**src/buf_ctrl_pkg.sv**
```systemverilog
//////////////////////////////
// buffer control types
// rotation phase of the three banks and
// the input buffer state
//////////////////////////////

package buf_ctrl_pkg;

   // which bank the input stream owns
   typedef enum logic [1:0] {
      PHASE_0 = 2'd0,
      PHASE_1 = 2'd1,
      PHASE_2 = 2'd2
   } tribuf_phase_t;

   // also driven out as input_buffer_status
   typedef enum logic [1:0] {
      IBUF_IDLE   = 2'd0,
      IBUF_STREAM = 2'd1,
      IBUF_FULL   = 2'd2
   } ibuf_state_t;

endpackage

```
**src/sample_pkg.sv**
```systemverilog
//////////////////////////////
// sample format
// width of a block floating-point
// bit-width count
//////////////////////////////

package sample_pkg;

   // enough for samples up to 32 bits
   parameter int BFP_W = 6;

   // unsigned count of significant bits
   typedef logic [BFP_W-1:0] sample_bw_t;

endpackage

```
**src/sample_bank.sv**
```systemverilog
//////////////////////////////
// half-buffer RAM
// synchronous write, read data
// registered on ract
//////////////////////////////

module sample_bank #(
   parameter int DEPTH = 8,
   parameter int DW = 16,
   localparam int AW = (DEPTH > 1) ? $clog2(DEPTH) : 1
) (
   input  logic          clk,
   input  logic          wact,
   input  logic [AW-1:0] wa,
   input  logic [2*DW-1:0] wdw,
   input  logic          ract,
   input  logic [AW-1:0] ra,
   output logic [2*DW-1:0] rdr
);

   // {imag, real} per word
   logic [2*DW-1:0] mem [DEPTH];

   always_ff @(posedge clk) begin
      if (wact) begin
         mem[wa] <= wdw;
      end
   end

   // holds last read until the next strobe
   always_ff @(posedge clk) begin
      if (ract) begin
         rdr <= mem[ra];
      end
   end

endmodule

```
**src/istream_writer.sv**
```systemverilog
//////////////////////////////
// input stream writer
// input buffer FSM and the
// bit-reversed sample address
//////////////////////////////

module istream_writer
   import buf_ctrl_pkg::*;
#(
   parameter int FRAME_LEN = 16,
   localparam int AW = $clog2(FRAME_LEN)
) (
   input  logic          clk,
   input  logic          rst,
   input  logic          run,
   input  logic          sact_istream,
   output logic          wr_act,
   output logic [AW-1:0] wr_addr,
   output ibuf_state_t   input_buffer_status
);

   ibuf_state_t state;
   ibuf_state_t state_n;
   logic [AW-1:0] cnt;
   logic last_sample;

   assign input_buffer_status = state;

   // samples only land while streaming
   assign wr_act = sact_istream && (state == IBUF_STREAM);
   assign last_sample = (cnt == AW'(FRAME_LEN - 1));

   //////////////////////////////
   // input buffer FSM
   //////////////////////////////
   always_comb begin
      state_n = state;
      case (state)
         IBUF_IDLE: state_n = IBUF_STREAM;
         IBUF_STREAM: begin
            if (!run && wr_act && last_sample) begin
               state_n = IBUF_FULL;
            end
         end
         IBUF_FULL: begin
            if (run) begin
               state_n = IBUF_STREAM;
            end
         end
         default: state_n = IBUF_IDLE;
      endcase
   end

   always_ff @(posedge clk) begin
      if (rst) begin
         state <= IBUF_IDLE;
      end else begin
         state <= state_n;
      end
   end

   // sample counter, restarts the frame on run
   always_ff @(posedge clk) begin
      if (rst) begin
         cnt <= '0;
      end else if (run || state != IBUF_STREAM) begin
         cnt <= '0;
      end else if (wr_act) begin
         cnt <= cnt + 1'b1;
      end
   end

   // reverse the count into the frame index
   always_comb begin
      for (int i = 0; i < AW; i++) begin
         wr_addr[i] = cnt[AW-1-i];
      end
   end

   // a full buffer takes no sample until the next run
   a_no_write_when_full : assert property (
      @(posedge clk) disable iff (rst)
      (state == IBUF_FULL && !run) |=> !wr_act
   );

endmodule

```
**src/bfp_frame_scale.sv**
```systemverilog
//////////////////////////////
// frame scale tracker
// bit width of each accepted sample,
// frame maximum latched on run
//////////////////////////////

module bfp_frame_scale
   import sample_pkg::*;
#(
   parameter int DW = 16
) (
   input  logic                 clk,
   input  logic                 rst,
   input  logic                 run,
   input  logic                 sample_act,
   input  logic signed [DW-1:0] sample_real,
   input  logic signed [DW-1:0] sample_imag,
   output sample_bw_t           frame_bw
);

   sample_bw_t bw_real;
   sample_bw_t bw_imag;
   sample_bw_t sample_bw;
   sample_bw_t run_max;
   sample_bw_t run_max_n;

   // smallest two's complement width, 0 and -1 give 1
   function automatic sample_bw_t bit_width(input logic signed [DW-1:0] v);
      logic [DW-1:0] m;
      sample_bw_t n;
      m = v[DW-1] ? ~v : v;
      n = sample_bw_t'(1);
      for (int i = 0; i < DW - 1; i++) begin
         if (m[i]) begin
            n = sample_bw_t'(i + 2);
         end
      end
      return n;
   endfunction

   assign bw_real = bit_width(sample_real);
   assign bw_imag = bit_width(sample_imag);
   assign sample_bw = (bw_real > bw_imag) ? bw_real : bw_imag;

   // a sample in the run cycle still counts for the old frame
   assign run_max_n = (sample_act && sample_bw > run_max) ? sample_bw : run_max;

   always_ff @(posedge clk) begin
      if (rst) begin
         run_max <= sample_bw_t'(1);
         frame_bw <= sample_bw_t'(1);
      end else if (run) begin
         run_max <= sample_bw_t'(1);
         frame_bw <= run_max_n;
      end else begin
         run_max <= run_max_n;
      end
   end

   // never wider than a sample, never below one bit
   a_frame_bw_range : assert property (
      @(posedge clk) disable iff (rst)
      (frame_bw >= sample_bw_t'(1)) && (frame_bw <= DW)
   );

endmodule

```
**src/tribuf_arbiter.sv**
```systemverilog
//////////////////////////////
// triple buffer bank router
// rotates three banks on run, steers the
// writer and the DMA port, holds the RAMs
//////////////////////////////

module tribuf_arbiter
   import buf_ctrl_pkg::*;
#(
   parameter int FRAME_LEN = 16,
   parameter int DW = 16,
   localparam int AW = $clog2(FRAME_LEN)
) (
   input  logic                 clk,
   input  logic                 rst,
   input  logic                 run,
   input  logic                 wr_act,
   input  logic [AW-1:0]        wr_addr,
   input  logic signed [DW-1:0] wr_real,
   input  logic signed [DW-1:0] wr_imag,
   input  logic                 dmaact,
   input  logic [AW-1:0]        dmaa,
   output logic signed [DW-1:0] dmadr_real,
   output logic signed [DW-1:0] dmadr_imag
);

   tribuf_phase_t phase;
   logic [1:0] wr_bank;
   logic [1:0] dma_bank;
   logic [1:0] dma_bank_q;
   logic dma_lsb_q;
   logic dma_seen;
   logic [2*DW-1:0] wdw;
   logic [2*DW-1:0] rd_word;
   logic [2*DW-1:0] rdr [3][2];

   //////////////////////////////
   // phase rotation
   //////////////////////////////
   always_ff @(posedge clk) begin
      if (rst) begin
         phase <= PHASE_0;
      end else if (run) begin
         case (phase)
            PHASE_0: phase <= PHASE_1;
            PHASE_1: phase <= PHASE_2;
            default: phase <= PHASE_0;
         endcase
      end
   end

   // writer owns bank p, DMA reads p+1, p+2 is held
   assign wr_bank = 2'(phase);

   always_comb begin
      case (phase)
         PHASE_0: dma_bank = 2'd1;
         PHASE_1: dma_bank = 2'd2;
         default: dma_bank = 2'd0;
      endcase
   end

   assign wdw = {wr_imag, wr_real};

   //////////////////////////////
   // banks, even/odd by addr lsb
   //////////////////////////////
   for (genvar b = 0; b < 3; b++) begin : g_bank
      for (genvar h = 0; h < 2; h++) begin : g_half
         sample_bank #(
            .DEPTH (FRAME_LEN / 2),
            .DW    (DW)
         ) u_bank (
            .clk  (clk),
            .wact (wr_act && wr_bank == 2'(b) && wr_addr[0] == 1'(h)),
            .wa   (wr_addr[AW-1:1]),
            .wdw  (wdw),
            .ract (dmaact && dma_bank == 2'(b) && dmaa[0] == 1'(h)),
            .ra   (dmaa[AW-1:1]),
            .rdr  (rdr[b][h])
         );
      end
   end

   // remember which RAM answered the last read
   always_ff @(posedge clk) begin
      if (rst) begin
         dma_seen <= 1'b0;
         dma_bank_q <= 2'd0;
         dma_lsb_q <= 1'b0;
      end else if (dmaact) begin
         dma_seen <= 1'b1;
         dma_bank_q <= dma_bank;
         dma_lsb_q <= dmaa[0];
      end
   end

   always_comb begin
      rd_word = '0;
      if (dma_seen) begin
         rd_word = rdr[dma_bank_q][dma_lsb_q];
      end
   end

   assign {dmadr_imag, dmadr_real} = rd_word;

   // phase stays legal and the writer never shares the DMA bank
   a_phase_legal : assert property (
      @(posedge clk) disable iff (rst)
      (phase inside {PHASE_0, PHASE_1, PHASE_2}) && (wr_bank != dma_bank)
   );

endmodule

```
**src/fft_buf_top.sv**
```systemverilog
//////////////////////////////
// FFT frame store
// input capture, frame scale and
// triple-buffered DMA readout
//////////////////////////////

module fft_buf_top
   import buf_ctrl_pkg::*, sample_pkg::*;
#(
   parameter int FRAME_LEN = 16,
   parameter int DW = 16,
   localparam int AW = $clog2(FRAME_LEN)
) (
   input  logic                 clk,
   input  logic                 rst,
   input  logic                 run,
   input  logic                 sact_istream,
   input  logic signed [DW-1:0] sdw_istream_real,
   input  logic signed [DW-1:0] sdw_istream_imag,
   input  logic                 dmaact,
   input  logic [AW-1:0]        dmaa,
   output logic signed [DW-1:0] dmadr_real,
   output logic signed [DW-1:0] dmadr_imag,
   output ibuf_state_t          input_buffer_status,
   output sample_bw_t           frame_bw
);

   logic wr_act;
   logic [AW-1:0] wr_addr;

   istream_writer #(
      .FRAME_LEN (FRAME_LEN)
   ) u_writer (
      .clk                 (clk),
      .rst                 (rst),
      .run                 (run),
      .sact_istream        (sact_istream),
      .wr_act              (wr_act),
      .wr_addr             (wr_addr),
      .input_buffer_status (input_buffer_status)
   );

   bfp_frame_scale #(
      .DW (DW)
   ) u_scale (
      .clk         (clk),
      .rst         (rst),
      .run         (run),
      .sample_act  (wr_act),
      .sample_real (sdw_istream_real),
      .sample_imag (sdw_istream_imag),
      .frame_bw    (frame_bw)
   );

   tribuf_arbiter #(
      .FRAME_LEN (FRAME_LEN),
      .DW        (DW)
   ) u_arbiter (
      .clk        (clk),
      .rst        (rst),
      .run        (run),
      .wr_act     (wr_act),
      .wr_addr    (wr_addr),
      .wr_real    (sdw_istream_real),
      .wr_imag    (sdw_istream_imag),
      .dmaact     (dmaact),
      .dmaa       (dmaa),
      .dmadr_real (dmadr_real),
      .dmadr_imag (dmadr_imag)
   );

endmodule

```
**config.mk**
```make
export PLATFORM = sky130hd
export DESIGN_NAME = fft_buf_top
export DESIGN_NICKNAME = d
export VERILOG_FILES = /design/src/buf_ctrl_pkg.sv /design/src/sample_pkg.sv /design/src/sample_bank.sv /design/src/istream_writer.sv /design/src/bfp_frame_scale.sv /design/src/tribuf_arbiter.sv /design/src/fft_buf_top.sv
export SDC_FILE = /design/constraint.sdc
export NUM_CORES = 1
export LEC_CHECK = 0
export ABC_CLOCK_PERIOD_IN_PS = 11040
export CAP_MARGIN = 30
export CORE_ASPECT_RATIO = 2
export CORE_MARGIN = 8
export CORE_UTILIZATION = 65
export DETAILED_ROUTE_END_ITERATION = 7
export DONT_BUFFER_PORTS = 1
export PLACE_DENSITY = 0.81
export SYNTH_ARGS = -nofsm -noshare
export SYNTH_HDL_FRONTEND = slang
export SYNTH_SLANG_ARGS = --single-unit
```
**constraint.sdc**
```tcl
create_clock -name clk -period 11.04 [get_ports clk]
set_input_delay 0.552 -clock clk [delete_from_list [all_inputs] [get_ports clk]]
set_output_delay 0.552 -clock clk [all_outputs]
set_load 0.03 [all_outputs]
```
==> results.sh, run 1 <==
export IMPL_finalHoldViolCount=0
export IMPL_setup_viol=0
export IMPL_setup_worst_path_start_class="flip-flop"
export IMPL_synthMuxAreaShare=0.178
export IMPL_routedWlPerCell_um=41.2
export IMPL_clkSlewWorstSetupHoldPaths_ps=60
export IMPL_grt_overflow=0
export IMPL_synth_nets=2987
export IMPL_htreeDepth=4
export IMPL_die_h_um=470
export IMPL_grt_pass1_vias=34100
export IMPL_ant_nets=0
export IMPL_ir_drop_v=0.000205
export IMPL_vias_per_cell=7.33
export IMPL_syn_inst=2930
export IMPL_required_ps=10490
export IMPL_ff2ff_setup_slack_ps=6800
export IMPL_yosys_register_bits=1752
export IMPL_ys_top_cells_by_area="edfxtp_1, mux4_2, mux2_2"
export IMPL_cts_resized=0
export IMPL_cts_sinks=1752
export IMPL_rr_endpoint="u_arbiter.g_bank[0].g_half[0].u_bank.mem[6][5]$_DFFE_PP_"
export IMPL_area_growth_syn_to_layout_pct=10.8
export IMPL_netlist_area_sq_um=67100
export IMPL_clk_latency_ps=790
export IMPL_leakage_uw=0.0231
export IMPL_status="finished clean"
export IMPL_fill_cells=5367
export IMPL_synthTopCellsByCount="edfxtp_1, mux4_2, mux2_2, nor2_1, clkbuf_1"
export IMPL_hold_depth=1
export IMPL_vias=33000
export IMPL_pin_count=81
export IMPL_reg2regPathDepth=6
export IMPL_antenna_found_initial=10
export IMPL_synth_compound_area_frac=0.0111
export IMPL_dpl_cell_area_sq_um=69100
export IMPL_worstHoldPathType="primary input to flip-flop"
export IMPL_first_iter_violations=4844
export IMPL_hold_start="dmaa[3]"
export IMPL_drt_pass1_iterations=8
export IMPL_coreArea_sq_um=103000
export IMPL_period_needed_ps=4780
export IMPL_slew_headroom=0.220
export IMPL_yosys_area_share_simple=0.0156
export IMPL_drv_cap=0
export IMPL_gp_congestion=0.838
export IMPL_worstSetupEndpointType="output port"
export IMPL_track_usage=0.324
export IMPL_synth_most_common_cell="edfxtp_1"
export IMPL_fp_row_count=167
export IMPL_final_area_sq_um=74300
export IMPL_ys_seq_area_frac=0.780
export IMPL_grt_max_degree=385
export IMPL_synth_xor_area_share=0.000652
export IMPL_cts_tree="done"
export IMPL_drc=0
export IMPL_finalCritPeriodShare=0.433
export IMPL_cp_max_fo=20
export IMPL_p_per_area_nw_per_um2=175
export IMPL_max_freq_mhz=209
export IMPL_critPathKind="flip-flop to output port"
export IMPL_worstHoldEndpoint="u_arbiter.g_bank[1].g_half[0].u_bank.rdr[10]$_DFFE_PP_"
export IMPL_setup_tns_ps=0
export IMPL_yosys_area_share_adder=0.00298
export IMPL_synth_edf_count=1728
export IMPL_avgSynthCellArea_sq_um=22.9
export IMPL_die_w_um=243
export IMPL_power_total_uw=13000
export IMPL_synth_top_family_by_area="multiplexers"
export IMPL_finClkSkew_ps=27.1
export IMPL_synth_top_cell_by_area="edfxtp_1"
export IMPL_cts_made_buffers=142
export IMPL_clockBufferDepth=3
export IMPL_io_buffers=0
export IMPL_initial_core_util=0.652
export IMPL_r2r_start="u_writer.input_buffer_status[0]$_SDFFE_PP0P_"
export IMPL_worstMarginPinSlew_ps=1170
export IMPL_yosysWarnings=0
export IMPL_yosys_cell_types_count=61
export IMPL_synthArstFlopShare=0
export IMPL_final_layout_size_suffix_gt1_frac=0.308
export IMPL_rsz0062_at_grt="no"
export IMPL_grt_pass1_wl_um=256000
export IMPL_synth_top_area_frac=0.773
export IMPL_dieArea_sq_um=114000
export IMPL_dp_hpwl_um=87300
export IMPL_synthFlopType="edfxtp_1"
export IMPL_finalMaxSlewViolations=0
export IMPL_wl_um=185000
export IMPL_cts_root_buf="clkbuf_16"
export IMPL_layout_nets=3091
export IMPL_worstPathArrival_ps=4230
==> cells by family after synthesis <==
family                     Yosys count
AOI/OAI and AO/OA                  106
DFF                               1752
muxes                              648
and+or+nand+nor                    215
adders and majority gates           16
buffers and inverters              188
xor gates and xnor gates             5
==> worst max-delay path, stage by stage (launching register included) <==
cell      delay (ps)
dfxtp_1         1100
buf_4            490
nand2b_2         470
buf_4            410
o22ai_1          530
and2_1           410
==> report_power, final <==
group          switching, uW  internal (uW)
Clock                   2360           2730
Sequential              33.5           7340
Combinational            306            264
==> stage by stage <==
step | setup slack, ps | hold slack [ps] | util | std cells
final | 6260 | 24.2 | 0.722 | 4505
after floorplan | 6610 | 467 | - | 2930
after CTS | 6420 | 4.35 | 0.721 | 4498
after detailed placement | 6050 | 506 | 0.670 | 4203
after global routing | 6230 | 6.62 | 0.722 | 4499
after global placement | 6100 | 505 | 0.670 | 4202
==> layer usage <==
layer	up-vias	wire length, um	global-route usage
met3	726	21600	0.0920
met1	17000	57300	0.376
li1	12400	-	-
met2	2868	91800	0.526
met5	-	11	0
met4	2	14700	0.215
==> layout make-up <==
type                            count  area, sq um  area share
Antenna cell                        6         15.0    0.000202
Inverter                           51          191     0.00257
Sequential cell                  1752        52400       0.704
Clock buffer                      176         3820      0.0514
Clock inverter                     81          716     0.00963
Multi-Input combinational cell    990        14400       0.193
Timing Repair Buffer               97         1180      0.0158
Tap cell                         1352         1690      0.0228
==> worst max-delay path by stage <==
| stage | start | end | slack (ps) |
|---|---|---|---|
| finish | u_arbiter.dma_bank_q[0]$_SDFFE_PP0P_ | dmadr_real[7] | 6260 |
| global placement | sdw_istream_imag[15] | u_scale.frame_bw[0]$_SDFFE_PP1P_ | 6100 |
| floorplan | sdw_istream_imag[15] | u_scale.frame_bw[0]$_SDFFE_PP1P_ | 6610 |
| CTS | u_arbiter.dma_bank_q[0]$_SDFFE_PP0P_ | dmadr_real[7] | 6420 |
| detailed placement | sdw_istream_real[15] | u_scale.frame_bw[0]$_SDFFE_PP1P_ | 6050 |
| global route | sdw_istream_imag[0] | u_scale.frame_bw[2]$_SDFFE_PP0P_ | 6230 |
==> registers in the layout, indices dropped and copies added, names as in the netlist <==
signal / cells
u_arbiter.g_bank.g_half.u_bank.mem: 1536
u_arbiter.g_bank.g_half.u_bank.rdr: 192
u_scale.frame_bw: 6
u_scale.run_max: 6
u_writer.cnt: 4
u_arbiter.dma_bank_q: 2
u_arbiter.phase: 2
u_writer.input_buffer_status: 2
u_arbiter.dma_lsb_q: 1
u_arbiter.dma_seen: 1
==> what timing repair did <==
| item | in CTS | in global routing |
|---|---|---|
| hold buffers | 38 | 0 |
| setup endpoints to repair | 0 | 0 |
| hold endpoints to repair | 1558 | 0 |
| setup buffers | 0 | 0 |
==> cell usage in the layout (no fill, tap or decap), types with 32 or more instances in the layout <==
master / netlist / final
inv_1: 51 / 51
o22ai_1: 33 / 33
edfxtp_1: 1728 / 1728
mux2_2: 194 / 194
nor2_1: 85 / 34
and2_1: 36 / 36
nor2_4: 0 / 51
clkinv_1: 0 / 32
mux2i_1: 38 / 38
buf_12: 0 / 33
clkbuf_16: 0 / 148
nand2_1: 32 / 32
mux4_2: 416 / 416
buf_4: 1 / 57
Note: power is estimated with default switching activity, not from simulation.
==> inputs of run 2 (changes only) <==
- ABC_CLOCK_PERIOD_IN_PS: 11040 -> 4780
- CORE_UTILIZATION: 65 -> 63
- PLACE_DENSITY: 0.81 -> 0.79
- clock period: 11.04 -> 4.78 ns (I/O delays scaled with it)
==> run 2 against run 1 <==
- the run now ends with hold timing left
- wire length shrank 8.3%
- clock skew is 4.0 ps lower
- critical path type is now primary input to flip-flop
- count of clock-buffer cells in the layout shrank 3
- critical path depth rose by 19
- core utilization is 1.3 points lower
- sequential power is 130% higher
- via count decreased by 1.7%
- global-route usage fell by 3.4 points
- first-iteration DRC count shrank 18%
- flip-flop and latch count unchanged
- largest power group unchanged
- cell count grew 1.6%
- cell area is 1.1% higher
- largest cell class unchanged
==> results.sh, run 2 (same netlist as run 1, synthesis figures left out) <==
export IMPL_status="complete, but fails checks"
export IMPL_violations="hold timing"
export IMPL_cts_made_buffers=140
export IMPL_drc=0
export IMPL_die_h_um=478
export IMPL_clkSlewWorstSetupHoldPaths_ps=70
export IMPL_wl_um=170000
export IMPL_pin_count=81
export IMPL_grt_overflow=0
export IMPL_antenna_found_initial=14
export IMPL_crit_family="compound AO/OA/AOI/OAI gates"
export IMPL_cts_root_buf="clkbuf_16"
export IMPL_critPathKind="primary input to flip-flop"
export IMPL_io_buffers=0
export IMPL_dp_hpwl_um=84300
export IMPL_vias=32500
export IMPL_htreeDepth=4
export IMPL_leakage_uw=0.0234
export IMPL_max_freq_mhz=244
export IMPL_fp_row_count=169
export IMPL_finalCritPeriodShare=0.857
export IMPL_slew_headroom=0.00793
export IMPL_path_cells="nor2b_1 -> o21bai_1 -> a2111oi_0 -> nor3_1 -> a21oi_1 -> a311o_1 -> nor2_1 -> ha_1 -> nor2b_1 -> o21a_1 -> o21a_1 -> o21a_1 -> o21a_1 -> mux2_2 -> ha_1 -> a21o_1 -> a21oi_1 -> o22ai_1 -> o211ai_2 -> buf_4 -> a21boi_0 -> o21ai_2 -> a21oi_2 -> dlygate4sd3_1"
export IMPL_dpl_cell_count=4226
export IMPL_setup_worst_path_start_class="primary input"
export IMPL_grt_pass1_vias=33500
export IMPL_grt_pass1_wl_um=241000
export IMPL_final_cell_mix="edfxtp_1, mux4_2, mux2_2, clkbuf_16"
export IMPL_final_seq_area_sq_um=52400
export IMPL_ant_nets=0
export IMPL_largest_reg_flops=1536
export IMPL_drt_pass1_iterations=6
export IMPL_area_growth_syn_to_layout_pct=11.9
export IMPL_hold_buffers=76
export IMPL_period_needed_ps=4100
export IMPL_coreArea_sq_um=106000
export IMPL_finalHoldViolCount=1
export IMPL_rsz0062_at_grt="no"
export IMPL_setup_viol=0
export IMPL_max_stage_delay_ps=570
export IMPL_die_w_um=247
export IMPL_critPathBufInv=2
export IMPL_cp_max_fo=9
export IMPL_multi_input_area_sq_um=14400
export IMPL_drv_cap=0
export IMPL_required_ps=5480
export IMPL_final_cells=4575
export IMPL_power_total_uw=30200
export IMPL_regMostFlops="u_arbiter.g_bank.g_half.u_bank.mem"
export IMPL_cts_tree="done"
export IMPL_worstPathArrival_ps=4800
export IMPL_setup_tns_ps=0
export IMPL_dieArea_sq_um=118000
export IMPL_cts_resized=0
export IMPL_routedWlPerCell_um=37.2
export IMPL_initial_core_util=0.634
export IMPL_worst_path_max_delay_cell="dlygate4sd3_1"
export IMPL_final_layout_size_suffix_gt1_frac=0.308
export IMPL_vias_per_cell=7.10
export IMPL_final_core_util=0.709
export IMPL_clockBufferDepth=3
export IMPL_cts_sinks=1752
export IMPL_holdWs_ps=-14.6
export IMPL_final_common_cell="edfxtp_1"
export IMPL_clk_latency_ps=780
export IMPL_p_per_area_nw_per_um2=402
export IMPL_worstSetupEndpointType="flip-flop"
export IMPL_ir_drop_v=0.000380
export IMPL_worstHoldPathType="primary input to flip-flop"
export IMPL_finClkSkew_ps=23.0
export IMPL_grt_max_degree=385
export IMPL_path_common_cell="o21a_1"
export IMPL_track_usage=0.290
export IMPL_top_regs="u_arbiter.g_bank.g_half.u_bank.mem: 1536 flops, u_arbiter.g_bank.g_half.u_bank.rdr: 192 flops"
export IMPL_layout_nets=3136
export IMPL_finalMaxSlewViolations=0
export IMPL_fill_cells=5669
export IMPL_gp_congestion=0.858
export IMPL_first_iter_violations=3949
export IMPL_postCtsSetupBuffers=0
export IMPL_worstMarginPinSlew_ps=1490
[run 2: report_power, final]
| group | total, uW | switching (uW) | internal, uW |
|---|---|---|---|
| clock network | 11700 | 5360 | 6350 |
| logic | 1450 | 790 | 664 |
| registers | 17000 | 66.1 | 17000 |
| total | 30200 | 6210 | 24000 |
[run 2: layout make-up]
class                           instances  area share
Inverter                               51     0.00255
Antenna cell                           14    0.000466
Clock buffer                          173      0.0508
Sequential cell                      1752       0.697
Tap cell                             1368      0.0228
Multi-Input combinational cell        990       0.191
Clock inverter                         83     0.00976
Timing Repair Buffer                  144      0.0254
[run 2: worst paths after layout]
check	start	to	slack, ps	cells after the start
worst max-delay path	sdw_istream_imag[0]	u_scale.frame_bw[2]$_SDFFE_PP0P_	680	24
worst min-delay path	dmaa[1]	u_arbiter.g_bank[0].g_half[1].u_bank.rdr[12]$_DFFE_PP_	-10	2
worst min register to register	u_scale.run_max[5]$_SDFF_PP0_	u_scale.run_max[5]$_SDFF_PP0_	520	1
worst max register to register	u_writer.input_buffer_status[0]$_SDFFE_PP0P_	u_arbiter.g_bank[2].g_half[0].u_bank.mem[5][13]$_DFFE_PP_	1370	7
[run 2: through the flow]
step	area, sq um	setup slack, ps	hold WS (ps)
2_1_floorplan	67100	663	334
3_5_place_dp	69400	458	312
4_1_cts	75100	801	6.30
3_3_place_gp	69200	511	312
6_report	75100	685	-14.6
5_1_grt	75100	359	-21.4
[run 2: per-layer routing]
metal | track usage | vias to the layer above | routed length (um)
met2 | 0.505 | 2348 | 90600
li1 | - | 12600 | -
met5 | 0 | - | 67
met4 | 0.142 | 8 | 9230
met1 | 0.345 | 17100 | 55200
met3 | 0.0544 | 492 | 14800
